## src/include/ladybird_config.svh

```systemverilog
`ifndef LADYBIRD_CONFIG_SVH
`define LADYBIRD_CONFIG_SVH

// bus word width
`define LB_XLEN 32

// word-address widths of the two memories
`define LB_IRAM_ADDR_W 4
`define LB_DRAM_ADDR_W 8

// a region matches when the address bits above its size equal its base
`define LB_IRAM_BASE 32'h0000_0000
`define LB_DRAM_BASE 32'h8000_0000

`endif

```

## src/ladybird_pkg.sv

```systemverilog
`default_nettype none

`include "ladybird_config.svh"

package ladybird_pkg;

  // any strobe set means write, no strobes means read
  typedef struct packed {
    logic                req;
    logic [`LB_XLEN-1:0] addr;
    logic [3:0]          wstrb;
    logic [`LB_XLEN-1:0] wdata;
  } bus_req_t;

  typedef struct packed {
    logic                valid;
    logic                err;
    logic [`LB_XLEN-1:0] rdata;
  } bus_rsp_t;

  // major opcodes used by the boot program
  typedef enum logic [6:0] {
    LUI    = 7'b0110111,
    OP_IMM = 7'b0010011,
    LOAD   = 7'b0000011,
    STORE  = 7'b0100011,
    JAL    = 7'b1101111
  } opcode_t;

  function automatic logic [`LB_XLEN-1:0] enc_lui(input logic [4:0] rd, input logic [19:0] imm);
    return {imm, rd, LUI};
  endfunction

  function automatic logic [`LB_XLEN-1:0] enc_addi(input logic [4:0] rd, input logic [4:0] rs1,
                                                   input logic [11:0] imm);
    return {imm, rs1, 3'b000, rd, OP_IMM};
  endfunction

  // arithmetic shift, funct7 carries bit 30
  function automatic logic [`LB_XLEN-1:0] enc_srai(input logic [4:0] rd, input logic [4:0] rs1,
                                                   input logic [4:0] shamt);
    return {7'b0100000, shamt, rs1, 3'b101, rd, OP_IMM};
  endfunction

  function automatic logic [`LB_XLEN-1:0] enc_lb(input logic [4:0] rd, input logic [11:0] imm,
                                                 input logic [4:0] rs1);
    return {imm, rs1, 3'b000, rd, LOAD};
  endfunction

  function automatic logic [`LB_XLEN-1:0] enc_lw(input logic [4:0] rd, input logic [11:0] imm,
                                                 input logic [4:0] rs1);
    return {imm, rs1, 3'b010, rd, LOAD};
  endfunction

  function automatic logic [`LB_XLEN-1:0] enc_sb(input logic [4:0] rs2, input logic [11:0] imm,
                                                 input logic [4:0] rs1);
    return {imm[11:5], rs2, rs1, 3'b000, imm[4:0], STORE};
  endfunction

  function automatic logic [`LB_XLEN-1:0] enc_sw(input logic [4:0] rs2, input logic [11:0] imm,
                                                 input logic [4:0] rs1);
    return {imm[11:5], rs2, rs1, 3'b010, imm[4:0], STORE};
  endfunction

  // jal x0, the offset is scrambled into the j-type layout
  function automatic logic [`LB_XLEN-1:0] enc_j(input logic [20:0] imm);
    return {imm[20], imm[10:1], imm[11], imm[19:12], 5'd0, JAL};
  endfunction

  // addi x0, x0, 0
  function automatic logic [`LB_XLEN-1:0] enc_nop();
    return enc_addi(5'd0, 5'd0, 12'h000);
  endfunction

endpackage

`default_nettype wire

```

## src/ladybird_mem_router.sv

```systemverilog
`timescale 1ns/1ps
`default_nettype none

`include "ladybird_config.svh"

module ladybird_mem_router (
  input  logic                  clk,
  input  logic                  anrst,
  input  logic                  nrst,
  input  ladybird_pkg::bus_req_t cpu_req,
  input  ladybird_pkg::bus_rsp_t iram_rsp,
  input  ladybird_pkg::bus_rsp_t dram_rsp,
  output ladybird_pkg::bus_req_t iram_req,
  output ladybird_pkg::bus_req_t dram_req,
  output ladybird_pkg::bus_rsp_t cpu_rsp
);

  import ladybird_pkg::*;

  localparam int                  iram_lsb  = `LB_IRAM_ADDR_W + 2;
  localparam int                  dram_lsb  = `LB_DRAM_ADDR_W + 2;
  localparam logic [`LB_XLEN-1:0] iram_base = `LB_IRAM_BASE;
  localparam logic [`LB_XLEN-1:0] dram_base = `LB_DRAM_BASE;

  // which source owns next cycle's response
  typedef enum logic [1:0] {
    SEL_NONE,
    SEL_IRAM,
    SEL_DRAM,
    SEL_ERR
  } sel_t;

  logic hit_iram;
  logic hit_dram;
  logic is_read;
  logic needs_rsp;
  sel_t sel_d;
  sel_t sel_q;

  assign hit_iram  = cpu_req.addr[`LB_XLEN-1:iram_lsb] == iram_base[`LB_XLEN-1:iram_lsb];
  assign hit_dram  = cpu_req.addr[`LB_XLEN-1:dram_lsb] == dram_base[`LB_XLEN-1:dram_lsb];
  assign is_read   = cpu_req.wstrb == '0;
  assign needs_rsp = cpu_req.req && (is_read || !(hit_iram || hit_dram));

  always_comb begin
    iram_req     = cpu_req;
    dram_req     = cpu_req;
    iram_req.req = cpu_req.req && hit_iram;
    dram_req.req = cpu_req.req && hit_dram;
  end

  always_comb begin
    if (!cpu_req.req)   sel_d = SEL_NONE;
    else if (hit_iram)  sel_d = is_read ? SEL_IRAM : SEL_NONE;
    else if (hit_dram)  sel_d = is_read ? SEL_DRAM : SEL_NONE;
    else                sel_d = SEL_ERR;
  end

  always_ff @(posedge clk, negedge anrst) begin
    if (!anrst) begin
      sel_q <= SEL_NONE;
    end else if (!nrst) begin
      sel_q <= SEL_NONE;
    end else begin
      sel_q <= sel_d;
    end
  end

  always_comb begin
    case (sel_q)
      SEL_IRAM: cpu_rsp = iram_rsp;
      SEL_DRAM: cpu_rsp = dram_rsp;
      SEL_ERR:  cpu_rsp = '{valid: 1'b1, err: 1'b1, rdata: '0};
      default:  cpu_rsp = '0;
    endcase
  end

  a_one_target: assert property (
    @(posedge clk) disable iff (!anrst) !(iram_req.req && dram_req.req)
  );

  // ties the merged response back to the request one cycle earlier
  a_rsp_has_cause: assert property (
    @(posedge clk) disable iff (!anrst) cpu_rsp.valid == $past(needs_rsp && nrst && anrst)
  );

endmodule

`default_nettype wire

```

## config.mk

```make
export PLATFORM = sky130hd
export DESIGN_NAME = ladybird_mem_router
export DESIGN_NICKNAME = d
export VERILOG_FILES = /design/src/ladybird_pkg.sv /design/src/ladybird_mem_router.sv
export VERILOG_INCLUDE_DIRS = /design/src /design/src/include
export SDC_FILE = /design/constraint.sdc
export NUM_CORES = 1
export LEC_CHECK = 0
export BUFFER_PORTS_ARGS = -buffer_cell sky130_fd_sc_hd__buf_2
export CORE_AREA = 2 2 120 122
export CTS_CLUSTER_SIZE = 24
export DETAILED_ROUTE_END_ITERATION = 6
export DIE_AREA = 0 0 122 124
export PLACE_DENSITY_LB_ADDON = 0.3
export SLEW_MARGIN = 20
export SYNTH_ARGS = -nofsm -noshare
export SYNTH_HDL_FRONTEND = slang
export SYNTH_SLANG_ARGS = --single-unit
```

## constraint.sdc

```tcl
create_clock -name clk -period 1.5 [get_ports clk]
set_clock_uncertainty 0.15 [all_clocks]
set_input_delay 0 -clock clk [delete_from_list [all_inputs] [get_ports clk]]
set_output_delay 0 -clock clk [all_outputs]
set_load 0.05 [all_outputs]
```

==> results by group <==
Final layout
  • Largest register FFs: 2
  • Biggest register: sel_q
  • Final core utilization: 18.89%
  • Area grow syn2layout: 67.42%
  • Top flop regs: sel_q x2
  • Share of cells above drive strength 1: 69.45%
  • Post-layout net count: 453

Global routing
  • Vias in the first global route: 1538
  • Pin count of the biggest net entering global routing: 33
  • Antenna violations before repair: 3
  • GR Util All Layers: 7.135%
  • First-pass GRT wire length: 7.852 mm
  • GR Overflow Total: 0

Floorplan
  • Core area: 0.01372 mm²
  • Initial core utilization: 11.28%
  • Die Ht: 124 µm
  • Ports: 312
  • Num rows: 43
  • Die X: 122 µm
  • Die area: 0.01513 mm²

Run status
  • Status: finished with violations
  • Failing checks: negative setup slack

Logic synthesis
  • Unique cell type count in the Yosys netlist: 17
  • FFs w/ async S/R, synth: 100.0%
  • Top_reg_cell synth: dfrtp_1
  • Mapped Area: 0.001548 mm²
  • EDFF count, synth: 0
  • Post-Synthesis Cells: 206
  • Post-synth net total: 346
  • Register bit total from synthesis: 2
  • Seq/Total Area, Yosys: 3.234%
  • Yosys warnings: 0
  • Avg Synthesized Cell Area: 7.513 µm²

Setup path
  • Startpoint types: register
  • Crit end category: output port
  • CP max-delay cell: dfrtp_2
  • Worst path depth: 4
  • Cell mode on critical path: buf_12
  • Worst path cell trace: nor2b_4, buf_12, a22o_4, buf_12
  • CP Max Fanout: 32
  • Buffers & Inverters on Critical Path: 2
  • Worst Path Required: 1.35 ns
  • Crit-path max cell delay: 0.43 ns
  • Worst EP arrival: 1.38 ns
  • CP delay by family, top: flip-flops
  • Crit Path Class: register to output port

Power
  • VDD IR max: 338.0 µV
  • Gate power share: 77.0%
  • Power per cell area: 774.9 mW/mm²
  • Internal power: 0.8113 mW
  • Net Sw Power: 1.197 mW
  • Net Sw Frac: 59.59%
  • Reg power frac: 3.1%
  • Leakage: 1.331 nW
  • Clk pwr share: 19.9%

Drt
  • First-pass DRT Iterations: 4
  • DRT iter0 DRCs: 10
  • Drt total wl: 6.666 mm
  • Remaining DRCs: 0
  • Post-route antenna net violation count: 0
  • WL/cell: 13.52 µm
  • DR vias/cell: 3.538
  • Via count: 1744

Min path
  • Hold Path Depth: 3
  • Hold WC Path Type: primary input to register

Clock network
  • Max Root-Sink Buffers: 2
  • Clock-pin slew on the worst setup and hold paths: 0.03 ns
  • Root Driver: clkbuf_16
  • Inserted Clock Buffers: 3
  • H-tree depth: 1
  • Clk sink count: 2
  • CTS tree: built

Timing
  • Final min period: 1.526 ns
  • Final setup TNS: -0.2233 ns
  • RSZ-0062 raised after global routing: yes
  • PnR worst setup slack: -0.02587 ns
  • Fmax: 0.6554 GHz
  • Slew margin rel.: 33.13%
  • Setup Viol. Count Final: 27
  • Final Max Tran Viols: 0
  • Final Hold Viols: 0
  • Tcrit/Tclk final: 101.7%
  • Slew of the pin with the lowest slew margin: 0.9997 ns

Placed design
  • Port bufs: 197
  • DP HPWL: 5.381 mm
  • Routability cong.: 0.7609

Flow run
  • Max_cap viols: 0
==> cells in the mapped netlist, drive strengths merged (2+ instances only) <==
library cell,count,share of area (%)
dfrtp,2,3.2
a22o,32,18
nor2b,2,0.81
buf,142,68
inv,2,0.49
nor4,6,2.4
nor3,2,0.65
clkbuf,2,0.49
nand2,2,0.49
a21oi,2,0.65
o311a,2,1.3
nor2,6,1.5
==> placed cells by master, fill, tap and decap left out, drive strengths merged <==
| master | netlist | final |
|---|---|---|
| nand2 | 2 | 2 |
| a21oi | 2 | 2 |
| buf | 142 | 203 |
| a22oi | 1 | 1 |
| nor2 | 6 | 6 |
| or4 | 1 | 1 |
| nor4 | 6 | 6 |
| dlygate4sd3 | 0 | 42 |
| clkbuf | 2 | 4 |
| dfrtp | 2 | 2 |
| nand4 | 1 | 1 |
| diode | 0 | 2 |
| inv | 2 | 2 |
| o311a | 2 | 2 |
| a31oi | 1 | 1 |
| a22o | 32 | 32 |
| nor3 | 2 | 2 |
| nor2b | 2 | 2 |
==> worst paths after layout <==
path	from	endpoint	slack (ns)
setup / recovery	sel_q[0]	cpu_rsp[13]	-0.03
hold / removal	cpu_req[67]	sel_q[0]	0.1
max in group asynchronous	anrst	sel_q[0]	0.51
min in group asynchronous	anrst	sel_q[1]	0.52
==> kinds of logic (layout without fill, tap and decap cells) <==
| logic type | after synthesis | in the layout | synth area share, % |
|---|---|---|---|
| other | 0 | 2 | 0 |
| AOI/OAI and AO/OA | 38 | 38 | 20.94 |
| buffers and inverters | 146 | 251 | 68.88 |
| DFF | 2 | 2 | 3.234 |
| and+or+nand+nor | 20 | 20 | 6.953 |
==> area by class of cell <==
cell class              count  area, µm²
flip-flops and latches      2      52.55
repair buffers            246       1734
well taps                 180      225.2
fillers                  1524      11130
clock buffers               3      75.07
diodes                      2      5.005
inverters                   2      7.507
multi-input cells          58      491.7
==> layer usage <==
| metal | share of wire, % | GRT usage [%] |
|---|---|---|
| met1 | 31 | 6.451 |
| met2 | 55 | 14.70 |
| met3 | 12 | 1.786 |
| met4 | 1.5 | 3.233 |
| met5 | 0 | 0 |
==> what timing repair did <==
item	CTS	global route
pin swaps	2	7
setup endpoints to repair	32	34
gates resized for setup	63	3
endpoints found under the hold margin	80	0
hold buffers	42	0
buffers inserted	0	0
cloned	0	1
==> power by group through the flow <==
stage | clock network (mW) | registers [mW] | logic [mW]
3_3_place_gp | 0 | 0.0620 | 0.968
3_5_place_dp | 0 | 0.0618 | 0.968
5_1_grt | 0.416 | 0.0634 | 1.61
4_1_cts | 0.406 | 0.0622 | 1.54
2_1_floorplan | 0 | 0.0602 | 1.30
6_report | 0.399 | 0.0629 | 1.55
==> stage by stage <==
step / setup slack [ns] / instance area (µm²) / std cells / total power [mW] / hold slack (ns)
after global routing: -0.06605 / 2589 / 492 / 2.086 / 0.1592
after floorplan: 0.03184 / 1578 / 206 / 1.357 / -0.4456
after global placement: -0.03494 / 1851 / 445 / 1.030 / -0.3328
final: -0.02587 / 2591 / 493 / 2.008 / 0.09845
after detailed placement: 0.01782 / 1851 / 445 / 1.030 / -0.3319
after CTS: -0.05411 / 2549 / 490 / 2.009 / 0.1122
Power figures use the tool's default switching activity.
