### src/include/ladybird_config.svh
`ifndef LADYBIRD_CONFIG_SVH
`define LADYBIRD_CONFIG_SVH

// bus word width
`define LB_XLEN 32

// word-address widths of the two memories
`define LB_IRAM_ADDR_W 4
`define LB_DRAM_ADDR_W 8

// a region matches when the address bits above its size equal its base
`define LB_IRAM_BASE 32'h0000_0000
`define LB_DRAM_BASE 32'h8000_0000

`endif

### src/ladybird_pkg.sv
`default_nettype none

`include "ladybird_config.svh"

package ladybird_pkg;

  // any strobe set means write, no strobes means read
  typedef struct packed {
    logic                req;
    logic [`LB_XLEN-1:0] addr;
    logic [3:0]          wstrb;
    logic [`LB_XLEN-1:0] wdata;
  } bus_req_t;

  typedef struct packed {
    logic                valid;
    logic                err;
    logic [`LB_XLEN-1:0] rdata;
  } bus_rsp_t;

  // major opcodes used by the boot program
  typedef enum logic [6:0] {
    LUI    = 7'b0110111,
    OP_IMM = 7'b0010011,
    LOAD   = 7'b0000011,
    STORE  = 7'b0100011,
    JAL    = 7'b1101111
  } opcode_t;

  function automatic logic [`LB_XLEN-1:0] enc_lui(input logic [4:0] rd, input logic [19:0] imm);
    return {imm, rd, LUI};
  endfunction

  function automatic logic [`LB_XLEN-1:0] enc_addi(input logic [4:0] rd, input logic [4:0] rs1,
                                                   input logic [11:0] imm);
    return {imm, rs1, 3'b000, rd, OP_IMM};
  endfunction

  // arithmetic shift, funct7 carries bit 30
  function automatic logic [`LB_XLEN-1:0] enc_srai(input logic [4:0] rd, input logic [4:0] rs1,
                                                   input logic [4:0] shamt);
    return {7'b0100000, shamt, rs1, 3'b101, rd, OP_IMM};
  endfunction

  function automatic logic [`LB_XLEN-1:0] enc_lb(input logic [4:0] rd, input logic [11:0] imm,
                                                 input logic [4:0] rs1);
    return {imm, rs1, 3'b000, rd, LOAD};
  endfunction

  function automatic logic [`LB_XLEN-1:0] enc_lw(input logic [4:0] rd, input logic [11:0] imm,
                                                 input logic [4:0] rs1);
    return {imm, rs1, 3'b010, rd, LOAD};
  endfunction

  function automatic logic [`LB_XLEN-1:0] enc_sb(input logic [4:0] rs2, input logic [11:0] imm,
                                                 input logic [4:0] rs1);
    return {imm[11:5], rs2, rs1, 3'b000, imm[4:0], STORE};
  endfunction

  function automatic logic [`LB_XLEN-1:0] enc_sw(input logic [4:0] rs2, input logic [11:0] imm,
                                                 input logic [4:0] rs1);
    return {imm[11:5], rs2, rs1, 3'b010, imm[4:0], STORE};
  endfunction

  // jal x0, the offset is scrambled into the j-type layout
  function automatic logic [`LB_XLEN-1:0] enc_j(input logic [20:0] imm);
    return {imm[20], imm[10:1], imm[11], imm[19:12], 5'd0, JAL};
  endfunction

  // addi x0, x0, 0
  function automatic logic [`LB_XLEN-1:0] enc_nop();
    return enc_addi(5'd0, 5'd0, 12'h000);
  endfunction

endpackage

`default_nettype wire

### src/ladybird_inst_ram.sv
`timescale 1ns/1ps
`default_nettype none

`include "ladybird_config.svh"

module ladybird_inst_ram (
  input  logic                  clk,
  input  logic                  anrst,
  input  logic                  nrst,
  input  ladybird_pkg::bus_req_t req,
  output ladybird_pkg::bus_rsp_t rsp
);

  import ladybird_pkg::*;

  localparam int words = 1 << `LB_IRAM_ADDR_W;

  logic [`LB_XLEN-1:0]        mem [words];
  logic [`LB_IRAM_ADDR_W-1:0] word_addr;
  logic                       is_read;
  logic                       is_write;
  logic                       rsp_valid;
  logic [`LB_XLEN-1:0]        rdata_q;

  // boot program, everything past the jump is a nop
  function automatic logic [`LB_XLEN-1:0] boot_word(input int unsigned idx);
    case (idx)
      0:       return enc_lui(5'd1, 20'hfffff);
      1:       return enc_srai(5'd1, 5'd1, 5'd12);
      2:       return enc_lb(5'd2, 12'h000, 5'd1);
      3:       return enc_lui(5'd3, 20'h90000);
      4:       return enc_lw(5'd4, 12'h000, 5'd3);
      5:       return enc_addi(5'd5, 5'd4, 12'h001);
      6:       return enc_lui(5'd6, 20'h80000);
      7:       return enc_sw(5'd5, 12'h000, 5'd6);
      8:       return enc_lw(5'd7, 12'h000, 5'd6);
      9:       return enc_lui(5'd8, 20'he0000);
      10:      return enc_addi(5'd8, 5'd8, 12'h008);
      11:      return enc_sb(5'd2, 12'h000, 5'd8);
      12:      return enc_sb(5'd7, 12'h000, 5'd1);
      13:      return enc_j(-21'd44);
      default: return enc_nop();
    endcase
  endfunction

  assign word_addr = req.addr[`LB_IRAM_ADDR_W+1:2];
  assign is_write  = req.req && (req.wstrb != '0);
  assign is_read   = req.req && (req.wstrb == '0);

  // both resets reload the program
  always_ff @(posedge clk, negedge anrst) begin
    if (!anrst) begin
      for (int i = 0; i < words; i++) mem[i] <= boot_word(i);
      rsp_valid <= 1'b0;
    end else if (!nrst) begin
      for (int i = 0; i < words; i++) mem[i] <= boot_word(i);
      rsp_valid <= 1'b0;
    end else begin
      rsp_valid <= is_read;
      if (is_write) begin
        for (int b = 0; b < $bits(req.wstrb); b++) begin
          if (req.wstrb[b]) mem[word_addr][8*b +: 8] <= req.wdata[8*b +: 8];
        end
      end
    end
  end

  always_ff @(posedge clk) begin
    if (is_read) rdata_q <= mem[word_addr];
  end

  assign rsp = '{valid: rsp_valid, err: 1'b0, rdata: rdata_q};

  // writes never answer
  a_no_rsp_after_write: assert property (
    @(posedge clk) disable iff (!anrst) is_write |=> !rsp.valid
  );

endmodule

`default_nettype wire

### config.mk
export PLATFORM = sky130hd
export DESIGN_NAME = ladybird_inst_ram
export DESIGN_NICKNAME = d
export VERILOG_FILES = /design/src/ladybird_pkg.sv /design/src/ladybird_inst_ram.sv
export VERILOG_INCLUDE_DIRS = /design/src /design/src/include
export SDC_FILE = /design/constraint.sdc
export NUM_CORES = 1
export LEC_CHECK = 0
export BUFFER_PORTS_ARGS = -buffer_cell sky130_fd_sc_hd__buf_4
export CORE_MARGIN = 4
export CORE_UTILIZATION = 50
export DETAILED_ROUTE_END_ITERATION = 8
export GPL_TIMING_DRIVEN = 0
export HOLD_SLACK_MARGIN = 0.12
export PLACE_DENSITY_LB_ADDON = 0.25
export REMOVE_ABC_BUFFERS = 1
export SLEW_MARGIN = 25
export SYNTH_ARGS = -nofsm -noshare
export SYNTH_HDL_FRONTEND = slang
export SYNTH_SLANG_ARGS = --single-unit
### constraint.sdc
create_clock -name clk -period 1.5 [get_ports clk]
set_input_delay 0.225 -clock clk [delete_from_list [all_inputs] [get_ports clk]]
set_output_delay 0.225 -clock clk [all_outputs]
set_load 0.05 [all_outputs]
==> impl_metrics.tcl <==
set metrics [dict create \
    p_seq_share_pct 44.7 \
    hold_viol 84 \
    ant_nets 0 \
    clk_latency_ns 0.62 \
    drive_above_1_share_pct 32.0 \
    drt_iter0_drc 2508 \
    max_stage_delay_ns 0.47 \
    synthArstFlopShare_pct 94.1 \
    multi_input_area_sq_mm 0.0116 \
    synth_sequential_area_ratio_pct 54.3 \
    synthXorXnorAreaFrac_pct 0 \
    fp.dieW_um 235 \
    cts.clk_slew.worst_paths_ns 0.06 \
    drt-total-wl_mm 84.4 \
    status "complete, but fails checks" \
    fin_worst_skew_ns 0.00650 \
    cts_tree "built" \
    switching_share_pct 25.0 \
    synth_top_cells_by_count "dfrtp_1, nand3_1, o21ai_0" \
    overflow 0 \
    slowest_stage "mux4_2" \
    synth.ff_latch_count 545 \
    start_util_pct 51.0 \
    row_count 82 \
    area_growth_pct 20.2 \
    rsz0062_at_grt "true" \
    io_pins 106 \
    core_sq_mm 0.0505 \
    worst_pin_slew_ns 0.967 \
    p_clk_share_pct 45.0 \
    fin_crit_sh_pct 99.9 \
    dp_hpwl_mm 48.6 \
    vdd_drop_max_mv 0.853 \
    ys_warn_count 0 \
    finalSetupTns_ns 0 \
    synth-edff-count 32 \
    synth_top_family_by_area "compound AO/OA/AOI/OAI gates" \
    yosysMostFrequentCell "dfrtp_1" \
    first_global_vias 20583 \
    maxCapViolCount 0 \
    cts_root_buf "clkbuf_16" \
    cp-end-kind "flop" \
    path_class "reg -> reg" \
    critPathMaxFanout 2 \
    dr_total_vias 20460 \
    yosys.area_share.simple_pct 8.56 \
    critPathArrivalTime_ns 1.86 \
    worstReg2RegStart "mem[434]$_DFFE_PN0P_" \
    critPathTopFamily "multiplexers" \
    die_area_sq_mm 0.0551 \
    cts.path.max_buffers 3 \
    crit_required_ns 1.86 \
    placedCellCount 2622 \
    io_buffers 76 \
    worst_hold_path_type "in -> async" \
    cp-startpoint "mem[434]$_DFFE_PN0P_" \
    grt_use_total_pct 29.6 \
    syn_area_sq_mm 0.0257 \
    switchingPower_mw 8.45 \
    fin_util_pct 61.3 \
    synth_compound_area_share_pct 22.0 \
    die_y_um 235 \
    stdcell_count 2819 \
    syn_inst 2066 \
    p_comb_share_pct 10.2 \
    drc 0 \
    synth_top_area_share_pct 36.1 \
    clock-sinks 545 \
    hold_slack_ns -0.365 \
    cp-start-kind "flop" \
    n_antenna_cell 0 \
    power_leakage_nw 12.3 \
    grt_pass1_wl_mm 129 \
    fin_nets 2170 \
    path_cells "mux4_2 > a22oi_2 > nand2_1" \
    wl_per_cell_um 29.9 \
    fmax_ghz 0.667 \
    grt_max_degree 101 \
    slew_headroom_pct 35.4 \
    drtPass1Iterations 6 \
    antenna_found_initial 0 \
    fin_total_pwr_mw 33.8 \
    ys.flop_type "dfrtp_1" \
    cts_buffers 57 \
    layout_min_cycle_time_ns 1.50 \
    via_per_inst 7.26 \
    gp_congestion 0.824 \
    synthMuxAreaShare_pct 11.2 \
    ctsHoldBuffers 34 \
    synth_area_leader_cell "dfrtp_1" \
    layout.area.seq_sq_mm 0.0140 \
    cp_num_buf_inv 0 \
    slew_violations 0 \
    syn_area_per_cell_sq_um 12.5 \
    synthAdderAreaFrac_pct 0 \
    failed_checks "hold timing" \
    htree_levels 2 \
    synth.distinct_cells 48 \
    intPower_mw 25.3 \
    setup_violations 0 \
    fill_cells 3792 \
    synth_area_leaders "dfrtp_1, dfstp_2, mux4_2, a32o_1, nand3_1" \
    p_per_area_mw_per_mm2 1090 \
]
sequential cells by signal (all words and copies together) (netlist names):
| name | cells |
|---|---|
| mem | 512 |
| rsp_valid | 1 |
| rdata_q | 32 |
cell families (layout without fill, tap and decap cells):
| group | after synthesis | after routing |
|---|---|---|
| AOI/OAI and AO/OA | 741 | 741 |
| DFF | 545 | 545 |
| and+or+nand+nor | 411 | 412 |
| muxes | 128 | 128 |
| buffers and inverters | 240 | 320 |
| other | 1 | 1 |
power groups by stage:
stage / sequential [mW] / combinational, mW / clock [mW]
finish: 15.1 / 3.46 / 15.2
global route: 15.1 / 3.63 / 16.0
CTS: 15.1 / 3.30 / 15.3
detailed placement: 15.4 / 2.95 / 0
global placement: 15.4 / 2.68 / 0
floorplan: 15.4 / 1.16 / 0
layout make-up:
class                           instances  share of cell area, %
Timing Repair Buffer                  208                   8.05
Multi-Input combinational cell       1282                   37.4
Inverter                                4                 0.0485
Clock buffer                           76                   5.48
Clock inverter                         32                   1.08
Tap cell                              672                   2.72
Sequential cell                       545                   45.2
path summary, 6_finish.rpt:
| path | endpoint | slack, ns | cells past startpoint |
|---|---|---|---|
| worst max-delay path | rdata_q[18]$_DFFE_PP_ | 0.0009 | 3 |
| worst min-delay path | mem[443]$_DFFE_PN0P_ | -0.37 | 1 |
| worst max register to register | rdata_q[18]$_DFFE_PP_ | 0.0009 | 3 |
| worst min register to register | mem[429]$_DFFE_PN0P_ | 0.48 | 1 |
| max in group asynchronous | mem[499]$_DFFE_PN1P_ | 0.48 | 3 |
| min in group clk | mem[503]$_DFFE_PN1P_ | -0.03 | 2 |
cell usage in the layout, fill, tap and decap left out, types with 5 or more instances in the layout:
| master | netlist | layout |
|---|---|---|
| clkinv_1 | 0 | 6 |
| a21boi_0 | 101 | 90 |
| buf_12 | 0 | 12 |
| a21boi_2 | 1 | 27 |
| buf_4 | 5 | 111 |
| a22oi_1 | 68 | 44 |
| a21boi_1 | 32 | 17 |
| dfrtp_1 | 371 | 371 |
| o21a_1 | 8 | 8 |
| bufinv_16 | 0 | 7 |
| a32o_1 | 142 | 142 |
| nand4b_1 | 7 | 7 |
| clkbuf_8 | 0 | 9 |
| o21ai_2 | 0 | 7 |
| clkbuf_16 | 0 | 65 |
| a22oi_2 | 0 | 24 |
| nand4bb_4 | 0 | 7 |
| dfstp_2 | 142 | 142 |
| nand3_1 | 279 | 279 |
| edfxtp_1 | 32 | 32 |
| nor2_4 | 0 | 19 |
| dlygate4sd3_1 | 0 | 34 |
| nand2_1 | 40 | 35 |
| clkinv_2 | 0 | 17 |
| buf_16 | 0 | 24 |
| o21ai_0 | 194 | 185 |
| nor2_2 | 0 | 15 |
| clkbuf_1 | 153 | 5 |
| a22o_1 | 142 | 142 |
| a2bb2oi_1 | 39 | 39 |
| buf_6 | 0 | 11 |
| mux4_2 | 128 | 128 |
repair_timing:
action	in CTS	in global routing
resized for setup	132	39
endpoints found under the setup margin	539	194
cloned	6	4
hold endpoints to repair	451	136
buffers inserted	40	5
pin swaps	15	7
per-layer routing:
metal | vias up | part of all wire (%) | track usage, %
li1 | 8247 | - | -
met1 | 10688 | 38 | 41.5
met2 | 1277 | 46 | 45.4
met3 | 248 | 11 | 6.86
met4 | 0 | 4.5 | 11.7
met5 | - | 0 | 0
stage by stage:
step	setup slack, ns	instance area, sq um
5_1_grt	-0.0230	30900
4_1_cts	0.000280	30600
2_1_floorplan	-1.53	24700
6_report	0.000901	30900
3_3_place_gp	-7.61	26200
3_5_place_dp	-1.78	27100
Power figures use the tool's default switching activity.
